File: config.mk
export PLATFORM = sky130hd
export DESIGN_NAME = sdmac_top
export DESIGN_NICKNAME = d
export VERILOG_FILES = /design/src/verilog/sdmac_pkg.sv /design/src/verilog/scsi_port.sv /design/src/verilog/long_fifo.sv /design/src/verilog/cpu_bus_master.sv /design/src/verilog/sdmac_top.sv
export VERILOG_INCLUDE_DIRS = /design/src /design/src/verilog
export SDC_FILE = /design/constraint.sdc
export NUM_CORES = 1
export LEC_CHECK = 0
export BUFFER_PORTS_ARGS = -buffer_cell sky130_fd_sc_hd__buf_2
export CORE_UTILIZATION = 25
export DETAILED_ROUTE_END_ITERATION = 8
export GPL_ROUTABILITY_DRIVEN = 0
export PLACE_DENSITY = 0.48
export SYNTH_ARGS = -nofsm -noshare
export SYNTH_HDL_FRONTEND = slang
export SYNTH_SLANG_ARGS = --single-unit
File: constraint.sdc
create_clock -name BCLK -period 6.3 [get_ports BCLK]
set_input_delay 0.315 -clock BCLK [delete_from_list [all_inputs] [get_ports BCLK]]
set_output_delay 0.315 -clock BCLK [all_outputs]
set_load 0.02 [all_outputs]
File: src/verilog/sdmac_consts.svh
// bus, byte and FIFO sizing macros for the SCSI DMA slice, included by RTL and testbench
`ifndef SDMAC_CONSTS_SVH
`define SDMAC_CONSTS_SVH

// CPU bus data and address width
`define SDMAC_BUS_W 32

// SCSI controller data width
`define SDMAC_BYTE_W 8

// longword entries between the SCSI side and the bus side
`define SDMAC_FIFO_DEPTH 8

// width of the longword transfer counter
`define SDMAC_CNT_W 16

`endif

File: src/verilog/sdmac_pkg.sv
// shared data types and bus master state encoding, imported by the DMA blocks and testbench
`default_nettype none

`include "sdmac_consts.svh"

package sdmac_pkg;

    // one longword on the CPU bus
    typedef logic [`SDMAC_BUS_W-1:0] long_t;

    // one byte on the SCSI controller port
    typedef logic [`SDMAC_BYTE_W-1:0] scsi_byte_t;

    // count of completed longword cycles
    typedef logic [`SDMAC_CNT_W-1:0] xfer_cnt_t;

    // bus master sequence, one bus cycle runs own -> strobe -> wait_term -> release
    typedef enum logic [2:0] {
        st_idle,
        st_request,
        st_own,
        st_strobe,
        st_wait_term,
        st_release,
        st_finish
    } bus_state_t;

endpackage

`default_nettype wire

File: src/verilog/scsi_port.sv
// SCSI side of the DMA slice; byte dreq/dack handshake, longword packing and flush padding
`timescale 1ns/1ns
`default_nettype none

`include "sdmac_consts.svh"

module scsi_port
    import sdmac_pkg::*;
(
    input  wire         BCLK,
    input  wire         CCRESET_,
    input  wire         dma_dir,
    input  wire         dma_ena,
    input  wire         flush,
    input  wire         dreq,
    input  wire scsi_byte_t scsi_din,
    input  wire         full,
    input  wire         empty,
    input  wire long_t  pop_data,
    output logic        dack,
    output scsi_byte_t  scsi_dout,
    output logic        push,
    output logic        pop,
    output long_t       push_data,
    output logic        flush_done
);

    localparam int BW = `SDMAC_BYTE_W;
    localparam int PAD_W = `SDMAC_BUS_W - `SDMAC_BYTE_W;

    // lane 0 is the top byte of the longword
    logic [1:0] lane;
    long_t      asm_q;
    // a packed longword is waiting to go into the FIFO
    logic       pend;
    // flush already answered, held until flush drops
    logic       flushed;
    logic       can_serve;

    // direction 0 needs room for the word being packed, direction 1 needs a word to unpack
    assign can_serve = dma_dir ? !empty : (!full && !pend);

    assign push      = pend && !full;
    assign push_data = asm_q;

    // the head word leaves the FIFO together with its last byte
    assign pop       = dack && dma_dir && (lane == 2'd3);
    assign scsi_dout = pop_data[(3 - lane) * BW +: BW];

    always_ff @(posedge BCLK or negedge CCRESET_) begin
        if (!CCRESET_) begin
            dack       <= 1'b0;
            lane       <= 2'd0;
            pend       <= 1'b0;
            flushed    <= 1'b0;
            flush_done <= 1'b0;
        end else if (!dma_ena) begin
            dack       <= 1'b0;
            lane       <= 2'd0;
            pend       <= 1'b0;
            flushed    <= 1'b0;
            flush_done <= 1'b0;
        end else begin
            flush_done <= 1'b0;
            // one pulse per byte, the device moves on after seeing it
            dack <= dreq && !dack && !flush && can_serve;

            if (push) begin
                pend <= 1'b0;
            end

            if (dack) begin
                lane <= lane + 1'b1;
                if (!dma_dir && (lane == 2'd3)) begin
                    pend <= 1'b1;
                end
            end else if (flush && !flushed) begin
                if (!dma_dir && (lane != 2'd0)) begin
                    // partial word, low lanes are already zero
                    pend <= 1'b1;
                    lane <= 2'd0;
                end else if (!pend) begin
                    flush_done <= 1'b1;
                    flushed    <= 1'b1;
                end
            end

            if (!flush) begin
                flushed <= 1'b0;
            end
        end
    end

    // big-endian packing; the first byte of a word clears the lanes below it
    always_ff @(posedge BCLK) begin
        if (dack && !dma_dir) begin
            if (lane == 2'd0) begin
                asm_q <= {scsi_din, {PAD_W{1'b0}}};
            end else begin
                asm_q[(3 - lane) * BW +: BW] <= scsi_din;
            end
        end
    end

endmodule

`default_nettype wire

File: src/verilog/long_fifo.sv
// show-ahead longword FIFO decoupling the SCSI port from the bus master
`timescale 1ns/1ns
`default_nettype none

`include "sdmac_consts.svh"

module long_fifo
    import sdmac_pkg::*;
(
    input  wire        BCLK,
    input  wire        CCRESET_,
    input  wire        push,
    input  wire        pop,
    input  wire long_t push_data,
    output long_t      pop_data,
    output logic       full,
    output logic       empty
);

    localparam int DEPTH = `SDMAC_FIFO_DEPTH;
    localparam int PTR_W = $clog2(DEPTH);
    localparam int CNT_W = $clog2(DEPTH + 1);

    long_t            mem [DEPTH];
    logic [PTR_W-1:0] wr_ptr;
    logic [PTR_W-1:0] rd_ptr;
    logic [CNT_W-1:0] count;
    logic             do_push;
    logic             do_pop;

    function automatic logic [PTR_W-1:0] next_ptr(input logic [PTR_W-1:0] p);
        return (p == PTR_W'(DEPTH - 1)) ? '0 : p + 1'b1;
    endfunction

    // requests against a full or empty buffer are ignored
    assign do_push = push && !full;
    assign do_pop  = pop && !empty;

    assign full     = (count == CNT_W'(DEPTH));
    assign empty    = (count == '0);
    assign pop_data = mem[rd_ptr];

    always_ff @(posedge BCLK) begin
        if (do_push) begin
            mem[wr_ptr] <= push_data;
        end
    end

    always_ff @(posedge BCLK or negedge CCRESET_) begin
        if (!CCRESET_) begin
            wr_ptr <= '0;
            rd_ptr <= '0;
            count  <= '0;
        end else begin
            if (do_push) begin
                wr_ptr <= next_ptr(wr_ptr);
            end
            if (do_pop) begin
                rd_ptr <= next_ptr(rd_ptr);
            end
            case ({do_push, do_pop})
                2'b10:   count <= count + 1'b1;
                2'b01:   count <= count - 1'b1;
                default: count <= count;
            endcase
        end
    end

endmodule

`default_nettype wire

File: src/verilog/cpu_bus_master.sv
// CPU side of the DMA slice; bus arbitration, longword cycles, address/count and flush status
`timescale 1ns/1ns
`default_nettype none

module cpu_bus_master
    import sdmac_pkg::*;
(
    input  wire            BCLK,
    input  wire            CCRESET_,
    input  wire            dma_ena,
    input  wire            dma_dir,
    input  wire            flush,
    input  wire long_t     start_addr,
    input  wire xfer_cnt_t word_count,
    input  wire            bgrant,
    input  wire [1:0]      dsack_,
    input  wire            sterm_,
    input  wire long_t     data_in,
    input  wire long_t     fifo_data,
    input  wire            full,
    input  wire            empty,
    input  wire            flush_done,
    output logic           breq,
    output logic           bgack,
    output logic           as_,
    output logic           ds_,
    output logic           rw,
    output long_t          addr,
    output long_t          data_out,
    output logic           fifo_pop,
    output logic           fifo_push,
    output long_t          fifo_wdata,
    output logic           done,
    output logic           stop_flush
);

    bus_state_t state;
    logic [2:0] sync_a;
    logic [2:0] sync_b;
    logic       ena_s;
    logic       flush_s;
    logic       bgrant_s;
    xfer_cnt_t  count_q;
    logic       fdone_q;
    logic       term;
    logic       count_hit;
    logic       work;

    assign {ena_s, flush_s, bgrant_s} = sync_b;

    // 32-bit port acknowledge or synchronous termination
    assign term      = (dsack_ == 2'b00) || !sterm_;
    assign count_hit = (count_q == word_count);
    assign work      = ena_s && !count_hit && (dma_dir ? !full : !empty);

    // write data leaves the FIFO just before the strobes fall
    assign fifo_pop = (state == st_own) && !dma_dir;

    // read data goes into the FIFO on the terminating edge
    assign fifo_push  = ((state == st_strobe) || (state == st_wait_term)) && term && dma_dir;
    assign fifo_wdata = data_in;

    // enable, flush and grant arrive asynchronously
    always_ff @(posedge BCLK or negedge CCRESET_) begin
        if (!CCRESET_) begin
            sync_a <= '0;
            sync_b <= '0;
        end else begin
            sync_a <= {dma_ena, flush, bgrant};
            sync_b <= sync_a;
        end
    end

    always_ff @(posedge BCLK or negedge CCRESET_) begin
        if (!CCRESET_) begin
            state   <= st_idle;
            breq    <= 1'b0;
            bgack   <= 1'b0;
            as_     <= 1'b1;
            ds_     <= 1'b1;
            rw      <= 1'b1;
            addr    <= '0;
            count_q <= '0;
            done    <= 1'b0;
        end else begin
            case (state)
                st_idle: begin
                    if (!ena_s) begin
                        addr    <= start_addr;
                        count_q <= '0;
                        done    <= 1'b0;
                    end else if (count_hit) begin
                        done  <= 1'b1;
                        state <= st_finish;
                    end else if (work) begin
                        breq  <= 1'b1;
                        state <= st_request;
                    end
                end
                st_request: begin
                    if (!ena_s) begin
                        breq  <= 1'b0;
                        state <= st_idle;
                    end else if (bgrant_s) begin
                        breq  <= 1'b0;
                        bgack <= 1'b1;
                        rw    <= dma_dir;
                        state <= st_own;
                    end
                end
                st_own: begin
                    as_   <= 1'b0;
                    ds_   <= 1'b0;
                    state <= st_strobe;
                end
                st_strobe, st_wait_term: begin
                    if (term) begin
                        as_     <= 1'b1;
                        ds_     <= 1'b1;
                        addr    <= addr + long_t'(4);
                        count_q <= count_q + 1'b1;
                        state   <= st_release;
                    end else begin
                        state <= st_wait_term;
                    end
                end
                st_release: begin
                    // FIFO flags already reflect the cycle that just ended
                    if (count_hit) begin
                        bgack <= 1'b0;
                        done  <= 1'b1;
                        state <= st_finish;
                    end else if (work) begin
                        rw    <= dma_dir;
                        state <= st_own;
                    end else begin
                        bgack <= 1'b0;
                        state <= st_idle;
                    end
                end
                st_finish: begin
                    if (!ena_s) begin
                        state <= st_idle;
                    end
                end
                default: state <= st_idle;
            endcase
        end
    end

    always_ff @(posedge BCLK) begin
        if (fifo_pop) begin
            data_out <= fifo_data;
        end
    end

    // flush is over once the padded word has left the FIFO and the bus is given back
    always_ff @(posedge BCLK or negedge CCRESET_) begin
        if (!CCRESET_) begin
            fdone_q    <= 1'b0;
            stop_flush <= 1'b0;
        end else begin
            if (flush_done) begin
                fdone_q <= 1'b1;
            end else if (!ena_s || (stop_flush && !flush_s)) begin
                fdone_q <= 1'b0;
            end

            if (!flush_s) begin
                stop_flush <= 1'b0;
            end else if (fdone_q && (empty || dma_dir) && !bgack) begin
                stop_flush <= 1'b1;
            end
        end
    end

endmodule

`default_nettype wire

File: src/verilog/sdmac_top.sv
// top level of the SCSI DMA slice; joins the SCSI port, longword FIFO and bus master
`timescale 1ns/1ns
`default_nettype none

module sdmac_top
    import sdmac_pkg::*;
(
    input  wire            BCLK,
    input  wire            CCRESET_,
    input  wire            dma_ena,
    input  wire            dma_dir,
    input  wire            flush,
    input  wire long_t     start_addr,
    input  wire xfer_cnt_t word_count,
    input  wire            dreq,
    output logic           dack,
    input  wire scsi_byte_t scsi_din,
    output scsi_byte_t     scsi_dout,
    output logic           breq,
    input  wire            bgrant,
    output logic           bgack,
    output logic           as_,
    output logic           ds_,
    output logic           rw,
    output long_t          addr,
    output long_t          data_out,
    input  wire long_t     data_in,
    input  wire [1:0]      dsack_,
    input  wire            sterm_,
    output logic           done,
    output logic           stop_flush
);

    logic  sp_push;
    logic  sp_pop;
    logic  bm_push;
    logic  bm_pop;
    logic  fifo_push;
    logic  fifo_pop;
    logic  full;
    logic  empty;
    logic  flush_done;
    long_t sp_push_data;
    long_t bm_wdata;
    long_t fifo_wdata;
    long_t pop_data;

    // direction 0 fills from SCSI and drains to memory, direction 1 the other way
    assign fifo_push  = dma_dir ? bm_push : sp_push;
    assign fifo_pop   = dma_dir ? sp_pop : bm_pop;
    assign fifo_wdata = dma_dir ? bm_wdata : sp_push_data;

    scsi_port u_scsi_port (
        .BCLK       (BCLK),
        .CCRESET_   (CCRESET_),
        .dma_dir    (dma_dir),
        .dma_ena    (dma_ena),
        .flush      (flush),
        .dreq       (dreq),
        .scsi_din   (scsi_din),
        .full       (full),
        .empty      (empty),
        .pop_data   (pop_data),
        .dack       (dack),
        .scsi_dout  (scsi_dout),
        .push       (sp_push),
        .pop        (sp_pop),
        .push_data  (sp_push_data),
        .flush_done (flush_done)
    );

    long_fifo u_long_fifo (
        .BCLK      (BCLK),
        .CCRESET_  (CCRESET_),
        .push      (fifo_push),
        .pop       (fifo_pop),
        .push_data (fifo_wdata),
        .pop_data  (pop_data),
        .full      (full),
        .empty     (empty)
    );

    cpu_bus_master u_cpu_bus_master (
        .BCLK       (BCLK),
        .CCRESET_   (CCRESET_),
        .dma_ena    (dma_ena),
        .dma_dir    (dma_dir),
        .flush      (flush),
        .start_addr (start_addr),
        .word_count (word_count),
        .bgrant     (bgrant),
        .dsack_     (dsack_),
        .sterm_     (sterm_),
        .data_in    (data_in),
        .fifo_data  (pop_data),
        .full       (full),
        .empty      (empty),
        .flush_done (flush_done),
        .breq       (breq),
        .bgack      (bgack),
        .as_        (as_),
        .ds_        (ds_),
        .rw         (rw),
        .addr       (addr),
        .data_out   (data_out),
        .fifo_pop   (bm_pop),
        .fifo_push  (bm_push),
        .fifo_wdata (bm_wdata),
        .done       (done),
        .stop_flush (stop_flush)
    );

endmodule

`default_nettype wire

# == Word level (Yosys, flattened, before mapping) ==
# Memories as Yosys holds them, arrays and structs flattened.
# Cells that the tools add are included.
# word_totals
register_bits,144
ramBits,256
mem_count,1
word_cells,202
in_bits,98
# classes
reduce_logical,58
mux,75
shifts,3
n_eq_ne,33
n_addsub,9
# mem_list
memory,depth,word_bits,rd,rd_clocked_by_memory_dff,wr,line,text
u_long_fifo.mem,8,32,1,0,1,long_fifo.sv:24,long_t mem [DEPTH];
# ops
operator,n
2-to-1 mux 32 bit,4
case mux 32 bit (2 select lines),1
2-to-1 mux 1 bit,45
negator 32 -> 34 bit,1
"variable shift 8 x 34 -> 32 bit, first input constant",1
indexed part select 8 x 34 -> 32 bit,1
indexed part select 32 x 33 -> 8 bit,1
"adder 32 x 3 -> 32 bit, second input constant",1
bitwise mux 32 bit,1
2-to-1 mux 16 bit,2
case mux 16 bit (2 select lines),1
2-to-1 mux 3 bit,9
logical AND 1 bit,21
case mux 3 bit (6 select lines),1
"adder 16 x 1 -> 16 bit, second input constant",1
== test 16 bit,1
nonzero test 2 bit,8
"== test 3 bit, second input constant",5
zero test 1 bit,12
"inequality test 2 x 1 -> 1 bit, second input constant",6
"inequality test 3 bit, second input constant",4
AND reduction 4 bit,3
2-to-1 mux 2 bit,5
"inequality test 2 bit, second input constant",5
other kinds (22),38

# == Logic depth before layout (Yosys ltp) ==
# Gate-level depths: netlist (run 1).
# logic_depth
depth_word,8
ltp_mapped,13
depth_no_buf,12

# == Cells and area by module ==
# A second synthesis (run 1) with hierarchy kept.
# unflattened
hier_cells,1111
hier_area_um2,18021.0
# modules_own_cells
mod,instances,seq_area_each_um2,cells_per_inst,area_per_inst_um2
long_fifo,1,7937.6,440,10302.4
cpu_bus_master,1,2565.0,487,5062.4
scsi_port,1,1111.1,146,2089.5
sdmac_top,1,0.0,38,566.8

# == Worst setup path after synthesis (run 1) ==
# OpenSTA, ideal clock, no wires.
# synth_path
path_kind,reg2reg
startpoint,reg u_cpu_bus_master.state[0]
endpoint,mem u_long_fifo.mem[2][0] (netlist name) (enable)
slack_ns,0.914
stages_incl_launch_ff,8
t_arrival_ns,4.873
t_required_ns,5.787
setup_ns,0.513
synth_period_minus_slack_ns,5.386
cell_sequence,dfrtp_1 -> buf_4 -> or3b_4 -> a21boi_4 -> mux2i_1 -> nor2_4 -> inv_2 -> nor4b_1
# synth_between
elab_chain_len,8
# synth_lines
item,line,text
start: declaration,cpu_bus_master.sv:37,bus_state_t state;
start signal: assignment,cpu_bus_master.sv:76,state <= st_idle;
start signal: assignment,cpu_bus_master.sv:94,state <= st_finish;
start signal: assignment,cpu_bus_master.sv:97,state <= st_request;
== test 3 x 2 -> 1 bit / == test 3 bit (equally long branches),cpu_bus_master.sv:60,assign fifo_push = ((state == st_strobe) || (state == st_wait_term)) && term && dma_dir;
logical OR 1 bit (*),cpu_bus_master.sv:60,
logical AND 1 bit (*) (2 in a row),cpu_bus_master.sv:60,
2-to-1 mux 1 bit (*),sdmac_top.sv:49,assign fifo_push = dma_dir ? bm_push : sp_push;
logical AND 1 bit (*),long_fifo.sv:36,assign do_push = push && !full;
2-to-1 mux 1 bit (*),long_fifo.sv:44,if (do_push) begin
2-to-1 mux 1 bit (not written as such) (*),long_fifo.sv:45,mem[wr_ptr] <= push_data;
end: declaration,long_fifo.sv:24,
# Every way passes the cells marked *; elsewhere a longest branch is shown, timed or not.

# == Final worst setup path (run 1) ==
# layout_path
startpoint,reg u_long_fifo.rd_ptr[0]
endpoint,out scsi_dout[1]
# layout_between
elab_chain_len,2
# layout_lines
item,line,text
start: declaration,long_fifo.sv:26,logic [PTR_W-1:0] rd_ptr;
start signal: assignment,long_fifo.sv:59,rd_ptr <= next_ptr(rd_ptr);
memory read (8 x 32 bit),-,
net pop_data[25],sdmac_top.sv:46,long_t pop_data;
indexed part select 32 x 33 -> 8 bit,scsi_port.sv:48,assign scsi_dout = pop_data[(3 - lane) * BW +: BW];
end: declaration,sdmac_top.sv:18,"output scsi_byte_t scsi_dout,"
# The timed path passes the listed nets, and every way through them passes these cells.

==> results.json, run 1 <==
{
  "run_status": "finished, final reports clean",
  "timing.critical_path.required_ps": 5980,
  "drive_above_1_share_pct": 32.5,
  "postCtsResizedCells": 0,
  "tightest_slew_ps": 986,
  "htree_num_levels": 2,
  "fin_area_um2": 20900,
  "die_ar_um2": 70200,
  "first_global_vias": 10800,
  "preCtsSetupSlack_ps": 2880,
  "synth-seq-cells": 400,
  "final_antenna_net_count": 0,
  "horiz_die_dim_um": 265,
  "synth_edf_count": 320,
  "worst-path-max-fanout": 46,
  "postSynth.topFlopCell": "sky130_fd_sc_hd__edfxtp_1",
  "clkPwrFrac_pct": 30.8,
  "crit_path_max_incr_delay_ps": 1080,
  "clock_latency_ps": 590,
  "cap_violations": 0,
  "total_leakage_power_uw": 0.00724,
  "port_buffers": 177,
  "post_cts_hold_buffer_count": 15,
  "worst-endpoint-arrival_ps": 3560,
  "clock-skew-final_ps": 32.8,
  "min_period_over_period_pct": 61.5,
  "dpl_cell_area_um2": 19300,
  "post-layout-total-power_uw": 8370,
  "synthesis.area_per_instance_um2": 15.6,
  "rsz0062_at_grt": "no",
  "mappedNetlistArea_um2": 17300,
  "initial_core_util_pct": 25.2,
  "dr.first_iter.drc_count": 731,
  "depth_of_the_most_critical_reg_to_reg_path": 12,
  "worst_setup_path_start_kind": "flop",
  "yosys_warnings": 0,
  "endpoint_kind": "primary output",
  "groute.layer.met1.usage_pct": 18.2,
  "timing.setup.critical_path_class": "flop to primary output",
  "grt_use_met3_pct": 3.11,
  "dr.pass1.iters": 5,
  "clock_tree.buffer_depth": 3,
  "route.final.wire_length_um": 46900,
  "cts-buffers-inserted": 45,
  "switching_power_uw": 2710,
  "ctsRootBufferMaster": "sky130_fd_sc_hd__clkbuf_16",
  "detail_route.vias_per_cell": 4.72,
  "cp.depth": 6,
  "max_freq_ghz": 0.258,
  "detailed_place_hpwl_um": 29800,
  "syn-num-nets": 1218,
  "seq_power_share_pct": 42.6,
  "critPathBufInv": 2,
  "totalNegativeSetupSlack_ps": 0,
  "detailroute.via_count": 10500,
  "cts_tree": "done",
  "floorplan.die.height_um": 265,
  "netSwitchingFraction_pct": 32.4,
  "timing.final.max_slew_violations": 0,
  "globalRoute.totalOverflow": 0,
  "area.growth.synth_to_final_pct": 21.0,
  "cts.sinks": 400,
  "most_common_library_cell_in_the_layout_ignoring_fill_and_taps": "sky130_fd_sc_hd__edfxtp_1",
  "placement_rows": 96,
  "worst_path_dominant_cell_family": "flip-flops",
  "grt_max_degree": 49,
  "final_cell_mix": "sky130_fd_sc_hd__edfxtp_1, sky130_fd_sc_hd__buf_2, sky130_fd_sc_hd__dfrtp_1",
  "drc_violations_left": 0,
  "min_delay_path_depth": 3,
  "intPower_uw": 5660,
  "maxSlewHeadroom_pct": 34.2,
  "min_cycle_time_layout_ps": 3870,
  "async_flop_share_pct": 20.0,
  "post_cts.repair.setup_buffers": 0,
  "synth.yosys.seq_area_share_pct": 67.2,
  "layout.nets": 1426,
  "hold_path_class": "input pin to flop",
  "setup_viol_count_final": 0,
  "post_synth_inst_count": 1105,
  "finish.utilization_pct": 30.5,
  "peak_vdd_ir_mv": 0.273,
  "core_region_area_um2": 68500,
  "clk_pin_slew_worst_paths_ps": 60,
  "io-pin-count": 178,
  "grt.busiest_layer": "met2",
  "total_power_divided_by_cell_area_nw_per_um2": 401,
  "grtUsageTotal_pct": 13.3,
  "grt_antenna_before_repair": 6,
  "power.share.combinational_pct": 26.5,
  "grt_first_pass_wirelength_um": 69500,
  "synthDistinctLibCells": 69,
  "critical_path.slowest_cell": "sky130_fd_sc_hd__dfrtp_4",
  "finalWorstSetupSlack_ps": 2430,
  "wl_per_instance_um": 21.0,
  "grt_util_met2_pct": 20.9,
  "finalHoldViolCount": 0,
  "path_cells": "buf_4, mux4_2, mux2_2, o22a_1, o221a_2, buf_2"
}
-- Yosys cell counts, types with 4 or more instances --
master	number	share of area (%)
sky130_fd_sc_hd__nor4b_1	5	0.25
sky130_fd_sc_hd__clkbuf_1	35	0.76
sky130_fd_sc_hd__buf_2	17	0.49
sky130_fd_sc_hd__o221a_2	4	0.26
sky130_fd_sc_hd__nor2b_1	29	1.1
sky130_fd_sc_hd__o21ai_0	28	0.81
sky130_fd_sc_hd__nand4_1	22	0.80
sky130_fd_sc_hd__nand2b_1	4	0.14
sky130_fd_sc_hd__nor4_1	4	0.14
sky130_fd_sc_hd__mux2i_1	6	0.35
sky130_fd_sc_hd__ha_1	15	1.1
sky130_fd_sc_hd__nand2_1	54	1.2
sky130_fd_sc_hd__edfxtp_1	320	56
sky130_fd_sc_hd__xnor2_1	29	1.5
sky130_fd_sc_hd__o22ai_1	14	0.51
sky130_fd_sc_hd__a22oi_1	4	0.17
sky130_fd_sc_hd__o22a_1	8	0.41
sky130_fd_sc_hd__mux4_2	64	8.3
sky130_fd_sc_hd__or3_1	4	0.14
sky130_fd_sc_hd__and2_1	14	0.51
sky130_fd_sc_hd__nor3_1	9	0.26
sky130_fd_sc_hd__nand3_1	33	0.96
sky130_fd_sc_hd__a2111oi_0	7	0.35
sky130_fd_sc_hd__inv_1	10	0.22
sky130_fd_sc_hd__and4_1	4	0.20
sky130_fd_sc_hd__dfrtp_1	78	11
sky130_fd_sc_hd__xor2_1	8	0.41
sky130_fd_sc_hd__a21oi_1	55	1.6
sky130_fd_sc_hd__nor2_1	73	1.6
sky130_fd_sc_hd__a2bb2oi_1	5	0.25
sky130_fd_sc_hd__and3_1	7	0.25
sky130_fd_sc_hd__a31oi_1	8	0.29
sky130_fd_sc_hd__mux2_2	72	4.7
-- stage by stage --
step                std cells  hold WS, ps
global route             2230         47.8
finish                   2232         50.4
CTS                      2229         14.2
detailed placement       2133          310
floorplan                1105         19.4
global placement         2133          312
-- routing by layer --
metal | vias up | routed length (um)
met2 | 342 | 21500
met3 | 66 | 3170
met4 | 8 | 1050
met1 | 5384 | 21200
li1 | 4738 | -
met5 | - | 48
-- worst register-to-register path: stages, from the launching register on --
cell,delay [ps]
sky130_fd_sc_hd__dfrtp_1,640
sky130_fd_sc_hd__or3b_4,460
sky130_fd_sc_hd__a21boi_4,470
sky130_fd_sc_hd__mux2i_1,220
sky130_fd_sc_hd__nor2_4,180
sky130_fd_sc_hd__inv_2,140
sky130_fd_sc_hd__ha_1,280
sky130_fd_sc_hd__xor2_1,170
sky130_fd_sc_hd__ha_1,190
sky130_fd_sc_hd__a21oi_1,150
sky130_fd_sc_hd__xor2_1,160
sky130_fd_sc_hd__nor2_1,60
sky130_fd_sc_hd__xor2_1,140
-- cells by family (layout without fill, tap and decap cells) --
kind of cell | after synthesis | after routing | share of synthesized area, %
and+or+nand+nor | 281 | 281 | 8.60
other | 0 | 3 | 0
adders and majority gates | 15 | 15 | 1.09
xor gates and xnor gates | 37 | 37 | 1.88
buffers and inverters | 70 | 312 | 1.75
muxes | 142 | 142 | 13.4
DFF | 400 | 400 | 67.2
AOI/OAI and AO/OA | 160 | 160 | 6.09
-- power by group through the flow --
stage / logic, uW / clock network (uW) / registers (uW)
6_report: 2220 / 2580 / 3570
3_5_place_dp: 2250 / 0 / 3630
4_1_cts: 2260 / 2660 / 3580
5_1_grt: 2410 / 2750 / 3630
3_3_place_gp: 2240 / 0 / 3620
2_1_floorplan: 1560 / 0 / 3560
-- final timing paths --
kind,startpoint,end,slack (ps)
min in group asynchronous,CCRESET_,u_cpu_bus_master.addr[28],240
max in group asynchronous,CCRESET_,u_long_fifo.rd_ptr[0],4990
worst max register to register,u_cpu_bus_master.state[2],u_long_fifo.count[2],2940
worst max-delay path,u_long_fifo.rd_ptr[0],scsi_dout[1],2430
worst min register to register,u_cpu_bus_master.sync_a[0],u_cpu_bus_master.sync_b[0],350
worst min-delay path,start_addr[19],u_cpu_bus_master.addr[19],50
-- area by class of cell --
type,instances,area [um^2]
antenna,3,7.51
inverter,12,45.0
tap,882,1100
clock inverter,22,233
clock buffer,59,1220
multi-input combinational,635,5430
sequential,400,11600
fill,6877,47600
timing repair buffer,219,1240
-- sequential cells by signal (all words and copies together), names as in the netlist, 2 cells and up --
register and flops:
u_cpu_bus_master.count_q 16, u_cpu_bus_master.sync_a 3, u_cpu_bus_master.sync_b 3, u_long_fifo.rd_ptr 3
u_cpu_bus_master.addr 32, u_cpu_bus_master.state 3, u_long_fifo.count 4, u_long_fifo.wr_ptr 3
u_scsi_port.lane 2, u_cpu_bus_master.data_out 32, u_long_fifo.mem 256, u_scsi_port.push_data 32
No activity file was read; power rests on OpenSTA's default activity.
==> inputs of run 2 (changes only) <==
--- a/config.mk
+++ b/config.mk
@@ -6,6 +6,7 @@
 export SDC_FILE = /design/constraint.sdc
 export NUM_CORES = 1
 export LEC_CHECK = 0
+export ABC_AREA = 1
 export BUFFER_PORTS_ARGS = -buffer_cell sky130_fd_sc_hd__buf_2
 export CORE_UTILIZATION = 25
 export DETAILED_ROUTE_END_ITERATION = 8
==> constraint.sdc (replaced) <==
create_clock -name BCLK -period 3.9 [get_ports BCLK]
set_input_delay 0.195 -clock BCLK [delete_from_list [all_inputs] [get_ports BCLK]]
set_output_delay 0.195 -clock BCLK [all_outputs]
set_load 0.02 [all_outputs]
==> results.json, run 2 <==
{
  "cts-buffers-inserted": 47,
  "setup.reg_to_reg.worst_slack_ps": 980,
  "layout.nets": 2185,
  "total_power_divided_by_cell_area_nw_per_um2": 690,
  "wl_per_instance_um": 17.5,
  "max_freq_ghz": 0.318,
  "ctsRootBufferMaster": "sky130_fd_sc_hd__clkbuf_16",
  "seq_power_share_pct": 37.0,
  "clk_pin_slew_worst_paths_ps": 60,
  "netlist_top_cells_area": "sky130_fd_sc_hd__edfxtp_1, sky130_fd_sc_hd__dfrtp_1, sky130_fd_sc_hd__nand2_1",
  "tightest_slew_ps": 1150,
  "min_cycle_time_layout_ps": 3150,
  "detailroute.via_count": 13900,
  "async_flop_share_pct": 20.0,
  "synthDistinctLibCells": 44,
  "io-pin-count": 178,
  "dpl_cell_area_um2": 20200,
  "timing.final.max_slew_violations": 0,
  "synthMostInstantiatedCell": "sky130_fd_sc_hd__nand2_1",
  "worst_setup_path_start_kind": "flop",
  "run_status": "finished, final reports clean",
  "yosys_warnings": 0,
  "power.share.combinational_pct": 33.6,
  "port_buffers": 177,
  "synth.yosys.seq_area_share_pct": 64.0,
  "final_antenna_net_count": 0,
  "peak_vdd_ir_mv": 0.378,
  "detailed_place_hpwl_um": 35800,
  "grtUsageTotal_pct": 14.4,
  "die_ar_um2": 73700,
  "wl_met2_um": 24300,
  "synth_edf_count": 320,
  "path_cells": "buf_4, nor2_1, o21ai_0, o21ai_0, nand2_1, nand2_1, o211ai_1, nand2_1, buf_2",
  "area.growth.synth_to_final_pct": 22.5,
  "hold_path_class": "input pin to flop",
  "drive_above_1_share_pct": 15.1,
  "crit_path_max_incr_delay_ps": 690,
  "netSwitchingFraction_pct": 38.7,
  "maxSlewHeadroom_pct": 22.4,
  "initial_core_util_pct": 25.3,
  "worst-path-max-fanout": 35,
  "floorplan.die.height_um": 271,
  "detail_route.vias_per_cell": 4.55,
  "most_common_library_cell_in_the_layout_ignoring_fill_and_taps": "sky130_fd_sc_hd__nand2_1",
  "top_register": "u_long_fifo.mem",
  "critical-path-top-cell-by-count": "sky130_fd_sc_hd__nand2_1",
  "postSynth.topFlopCell": "sky130_fd_sc_hd__edfxtp_1",
  "first_global_vias": 13600,
  "min_period_over_period_pct": 80.7,
  "cts_tree": "done",
  "totalNegativeSetupSlack_ps": 0,
  "clkPwrFrac_pct": 29.4,
  "critPathBufInv": 2,
  "timing.critical_path.required_ps": 3700,
  "globalRoute.totalOverflow": 0,
  "cts.sinks": 400,
  "yosys.area.top_type": "sky130_fd_sc_hd__edfxtp_1",
  "worst-endpoint-arrival_ps": 2950,
  "dr.first_iter.drc_count": 988,
  "synthDominantCellAreaShare_pct": 52.9,
  "endpoint_kind": "primary output",
  "core_region_area_um2": 71600,
  "synth_common_cells": "sky130_fd_sc_hd__nand2_1, sky130_fd_sc_hd__edfxtp_1, sky130_fd_sc_hd__nor2_1",
  "post_synth_inst_count": 1856,
  "synth-seq-cells": 400,
  "mappedNetlistArea_um2": 18200,
  "dr_wl_met3_um": 3550,
  "total_leakage_power_uw": 0.00878,
  "drc_violations_left": 0,
  "intPower_uw": 9420,
  "rsz0062_at_grt": "no",
  "clock_tree.buffer_depth": 3,
  "grt_antenna_before_repair": 15,
  "highest-signal-layer": "met5",
  "fin_area_um2": 22200,
  "clock-skew-final_ps": 31.8,
  "worst_path_dominant_cell_family": "flip-flops",
  "syn-num-nets": 1969,
  "critical_path.slowest_cell": "sky130_fd_sc_hd__dfrtp_4",
  "htree_num_levels": 2,
  "route.final.wire_length_um": 53600,
  "clock_latency_ps": 590,
  "grt_max_degree": 130,
  "grt_first_pass_wirelength_um": 81900,
  "dr.pass1.iters": 5,
  "synthesis.area_per_instance_um2": 9.78,
  "switching_power_uw": 5930,
  "largest_register_ffs": 256,
  "horiz_die_dim_um": 271,
  "timing.setup.critical_path_class": "flop to primary output",
  "final_cell_mix": "sky130_fd_sc_hd__nand2_1, sky130_fd_sc_hd__edfxtp_1, sky130_fd_sc_hd__nor2_1",
  "route.layer.met1.wl_um": 24700,
  "setup_viol_count_final": 0,
  "finalHoldViolCount": 0,
  "cap_violations": 0,
  "placement_rows": 98,
  "postCtsResizedCells": 0
}
run 2: worst paths after layout:
check,startpoint,endpoint,cells after the start
worst min-delay path,dsack_[0],u_cpu_bus_master.as_,4
worst max register to register,u_cpu_bus_master.state[2],u_long_fifo.count[2],10
worst min register to register,u_cpu_bus_master.sync_a[1],u_cpu_bus_master.sync_b[1],0
max in group asynchronous,CCRESET_,u_cpu_bus_master.rw,3
worst max-delay path,u_long_fifo.rd_ptr[1],scsi_dout[5],9
min in group asynchronous,CCRESET_,u_cpu_bus_master.addr[21],2
run 2: area by class of cell:
cell class                      count  area [um^2]
Timing Repair Buffer              249         1600
Inverter                          150          569
Sequential cell                   400        11600
Multi-Input combinational cell   1224         5670
Antenna cell                        1         2.50
Clock inverter                     24          285
Clock buffer                       63         1300
Tap cell                          950         1190
Fill cell                        7467        49400
run 2: metrics by stage:
step	instances	hold WS, ps	worst slack [ps]	total power (uW)	utilization [%]
after floorplan	1856	-101	841	8960	-
after global placement	2928	325	1070	10900	28.2
after detailed placement	2928	320	1040	10900	28.2
after CTS	3060	66.0	773	15500	31.1
after global routing	3061	98.9	640	16300	31.1
final	3061	81.6	753	15300	31.1
run 2: power by group through the flow:
stage               Clock [uW]  Combinational (uW)  Sequential [uW]
global placement             0                5140             5750
finish                    4510                5150             5680
global route              4780                5740             5750
detailed placement           0                5170             5770
CTS                       4630                5220             5680
floorplan                    0                3080             5890
run 2: logic make-up after synthesis:
group / synth area share, %
flops: 64.0
fa+ha+maj: 1.03
buf+inv: 5.07
xor+xnor: 0.338
compound gates: 10.6
simple gates: 18.9
run 2: worst min-delay path, delay by kind of cell:
kind	cells	cell delay [ps]
AND/OR/NAND/NOR	2	250
AO/OA/AOI/OAI	1	140
buffers and inverters	1	70
run 2: repair_timing:
item,CTS,global route
setup buffers,0,0
hold endpoints to repair,104,0
hold buffers,45,0
setup endpoints to repair,0,0
run 2: routing by layer:
| metal | GRT usage, % | vias to the layer above |
|---|---|---|
| met5 | 0 | - |
| met4 | 3.47 | 24 |
| li1 | - | 6702 |
| met2 | 22.8 | 366 |
| met1 | 19.6 | 6727 |
| met3 | 3.43 | 100 |
==> inputs of run 3 (changes only) <==
==> constraint.sdc (replaced) <==
create_clock -name BCLK -period 3.24 [get_ports BCLK]
set_input_delay 0.162 -clock BCLK [delete_from_list [all_inputs] [get_ports BCLK]]
set_output_delay 0.162 -clock BCLK [all_outputs]
set_load 0.02 [all_outputs]
==> results.json, run 3 (synthesis gave the netlist of run 2 again) <==
{
  "timing.critical_path.required_ps": 3080,
  "final_cell_mix": "sky130_fd_sc_hd__nand2_1, sky130_fd_sc_hd__edfxtp_1, sky130_fd_sc_hd__nor2_1",
  "placement_rows": 98,
  "peak_vdd_ir_mv": 0.501,
  "worst_setup_path_start_kind": "flop",
  "layout.filler_cells": 7511,
  "cap_violations": 0,
  "grt_antenna_before_repair": 12,
  "grt_max_degree": 130,
  "tightest_slew_ps": 1290,
  "grtUsageTotal_pct": 14.3,
  "cts_tree": "done",
  "clock_tree.buffer_depth": 3,
  "dr.pass1.iters": 6,
  "fin_area_um2": 22300,
  "crit_path_max_incr_delay_ps": 850,
  "clk_pin_slew_worst_paths_ps": 60,
  "clock_latency_ps": 600,
  "initial_core_util_pct": 25.3,
  "critical-path-top-cell-by-count": "sky130_fd_sc_hd__nand2_1",
  "floorplan.die.height_um": 271,
  "largest_register_ffs": 256,
  "cts.sinks": 400,
  "layout.nets": 2187,
  "worst_path_dominant_cell_family": "flip-flops",
  "setup_viol_count_final": 0,
  "most_common_library_cell_in_the_layout_ignoring_fill_and_taps": "sky130_fd_sc_hd__nand2_1",
  "total_leakage_power_uw": 0.00878,
  "final_antenna_net_count": 0,
  "first_global_vias": 13500,
  "max_freq_ghz": 0.330,
  "io-pin-count": 178,
  "timing.final.max_slew_violations": 0,
  "ctsRootBufferMaster": "sky130_fd_sc_hd__clkbuf_16",
  "dpl_cell_area_um2": 20300,
  "dr.first_iter.drc_count": 1086,
  "die_ar_um2": 73700,
  "port_buffers": 177,
  "critical_path.slowest_cell": "sky130_fd_sc_hd__dfrtp_4",
  "htree_num_levels": 2,
  "rsz0062_at_grt": "no",
  "hold_path_class": "input pin to flop",
  "finalHoldViolCount": 0,
  "maxSlewHeadroom_pct": 13.0,
  "worst-path-max-fanout": 57,
  "clock-skew-final_ps": 27.9,
  "timing.setup.critical_path_class": "flop to primary output",
  "globalRoute.totalOverflow": 0,
  "grt_first_pass_wirelength_um": 81600,
  "finish.utilization_pct": 31.1,
  "top_register": "u_long_fifo.mem",
  "detailed_place_hpwl_um": 34600,
  "area.growth.synth_to_final_pct": 22.7,
  "horiz_die_dim_um": 271,
  "min_period_over_period_pct": 93.6,
  "core_region_area_um2": 71600,
  "drc_violations_left": 0,
  "critPathBufInv": 2,
  "route.final.wire_length_um": 53600,
  "drive_above_1_share_pct": 14.9,
  "cts-buffers-inserted": 47,
  "detailroute.via_count": 13800,
  "detail_route.vias_per_cell": 4.50,
  "run_status": "finished, final reports clean",
  "total_power_divided_by_cell_area_nw_per_um2": 820,
  "worst-endpoint-arrival_ps": 2870,
  "endpoint_kind": "primary output",
  "min_cycle_time_layout_ps": 3030,
  "totalNegativeSetupSlack_ps": 0,
  "wl_per_instance_um": 17.5,
  "path_cells": "buf_4, nor2_1, o21ai_0, o21ai_0, nand2_1, nand2_1, o211ai_1, nand2_1, buf_2"
}
## run 3: cell types whose count changed in the layout (fill, tap and decap cells not counted), sizes merged
cell      before  now
clkinv        18   21
inv          149  148
clkinvlp       2    1
bufinv         5    3
diode          1    3
buf          204  206
clkbuf        63   64
## run 3: final timing paths
check                                            from                         end  slack (ps)  depth (start not counted)
min in group asynchronous                    CCRESET_   u_cpu_bus_master.addr[21]         300                          2
max                             u_long_fifo.rd_ptr[1]                scsi_dout[4]         210                          9
max in group asynchronous                    CCRESET_       u_long_fifo.rd_ptr[0]        2180                          2
min                                       data_in[26]      u_long_fifo.mem[3][26]          40                          3
max reg2reg                       u_scsi_port.lane[1]   u_scsi_port.push_data[20]         640                          7
min reg2reg                u_cpu_bus_master.sync_a[1]  u_cpu_bus_master.sync_b[1]         350                          0
## run 3: report_power, final
group / total [uW] / switching (uW) / internal (uW)
clock: 5180 / 2170 / 3000
sequential: 6880 / 536 / 6350
combinational: 6210 / 4410 / 1800
## run 3: area by class of cell
class	instances	area, um^2	area share, %
Inverter	150	571	2.56
Timing Repair Buffer	251	1710	7.66
Clock buffer	64	1270	5.70
Tap cell	950	1190	5.33
Clock inverter	23	245	1.10
Multi-Input combinational cell	1224	5670	25.5
Sequential cell	400	11600	52.2
Antenna cell	3	7.51	0.0337
## run 3: per-stage QoR
| step | hold slack, ps | power, uW | setup slack (ps) | cells |
|---|---|---|---|---|
| 2_1_floorplan | -134 | 10800 | 181 | 1856 |
| 3_5_place_dp | 288 | 13200 | 690 | 2930 |
| 4_1_cts | 13.9 | 18400 | 88.3 | 3062 |
| 3_3_place_gp | 293 | 13100 | 755 | 2930 |
| 6_report | 35.9 | 18300 | 208 | 3065 |
| 5_1_grt | 32.5 | 19400 | 14.1 | 3065 |
## run 3: routing by layer
metal	vias to the layer above	global-route usage, %	part of all wire, %
met3	76	3.54	7.0
li1	6712	-	-
met2	377	22.1	45
met5	-	0	0.21
met1	6612	20.0	46
met4	18	3.71	1.9
## run 3: what timing repair did
| action | 4_1_cts | 5_1_grt |
|---|---|---|
| setup endpoints to repair | 0 | 5 |
| hold endpoints to repair | 116 | 0 |
| hold buffers | 45 | 0 |
| setup buffers | 0 | 0 |
| gates resized for setup | 0 | 1 |
## run 3: worst min-delay path, delay by kind of cell
kind | cells | cell delay [ps]
buffers and inverters | 1 | 70
AND/OR/NAND/NOR | 2 | 240
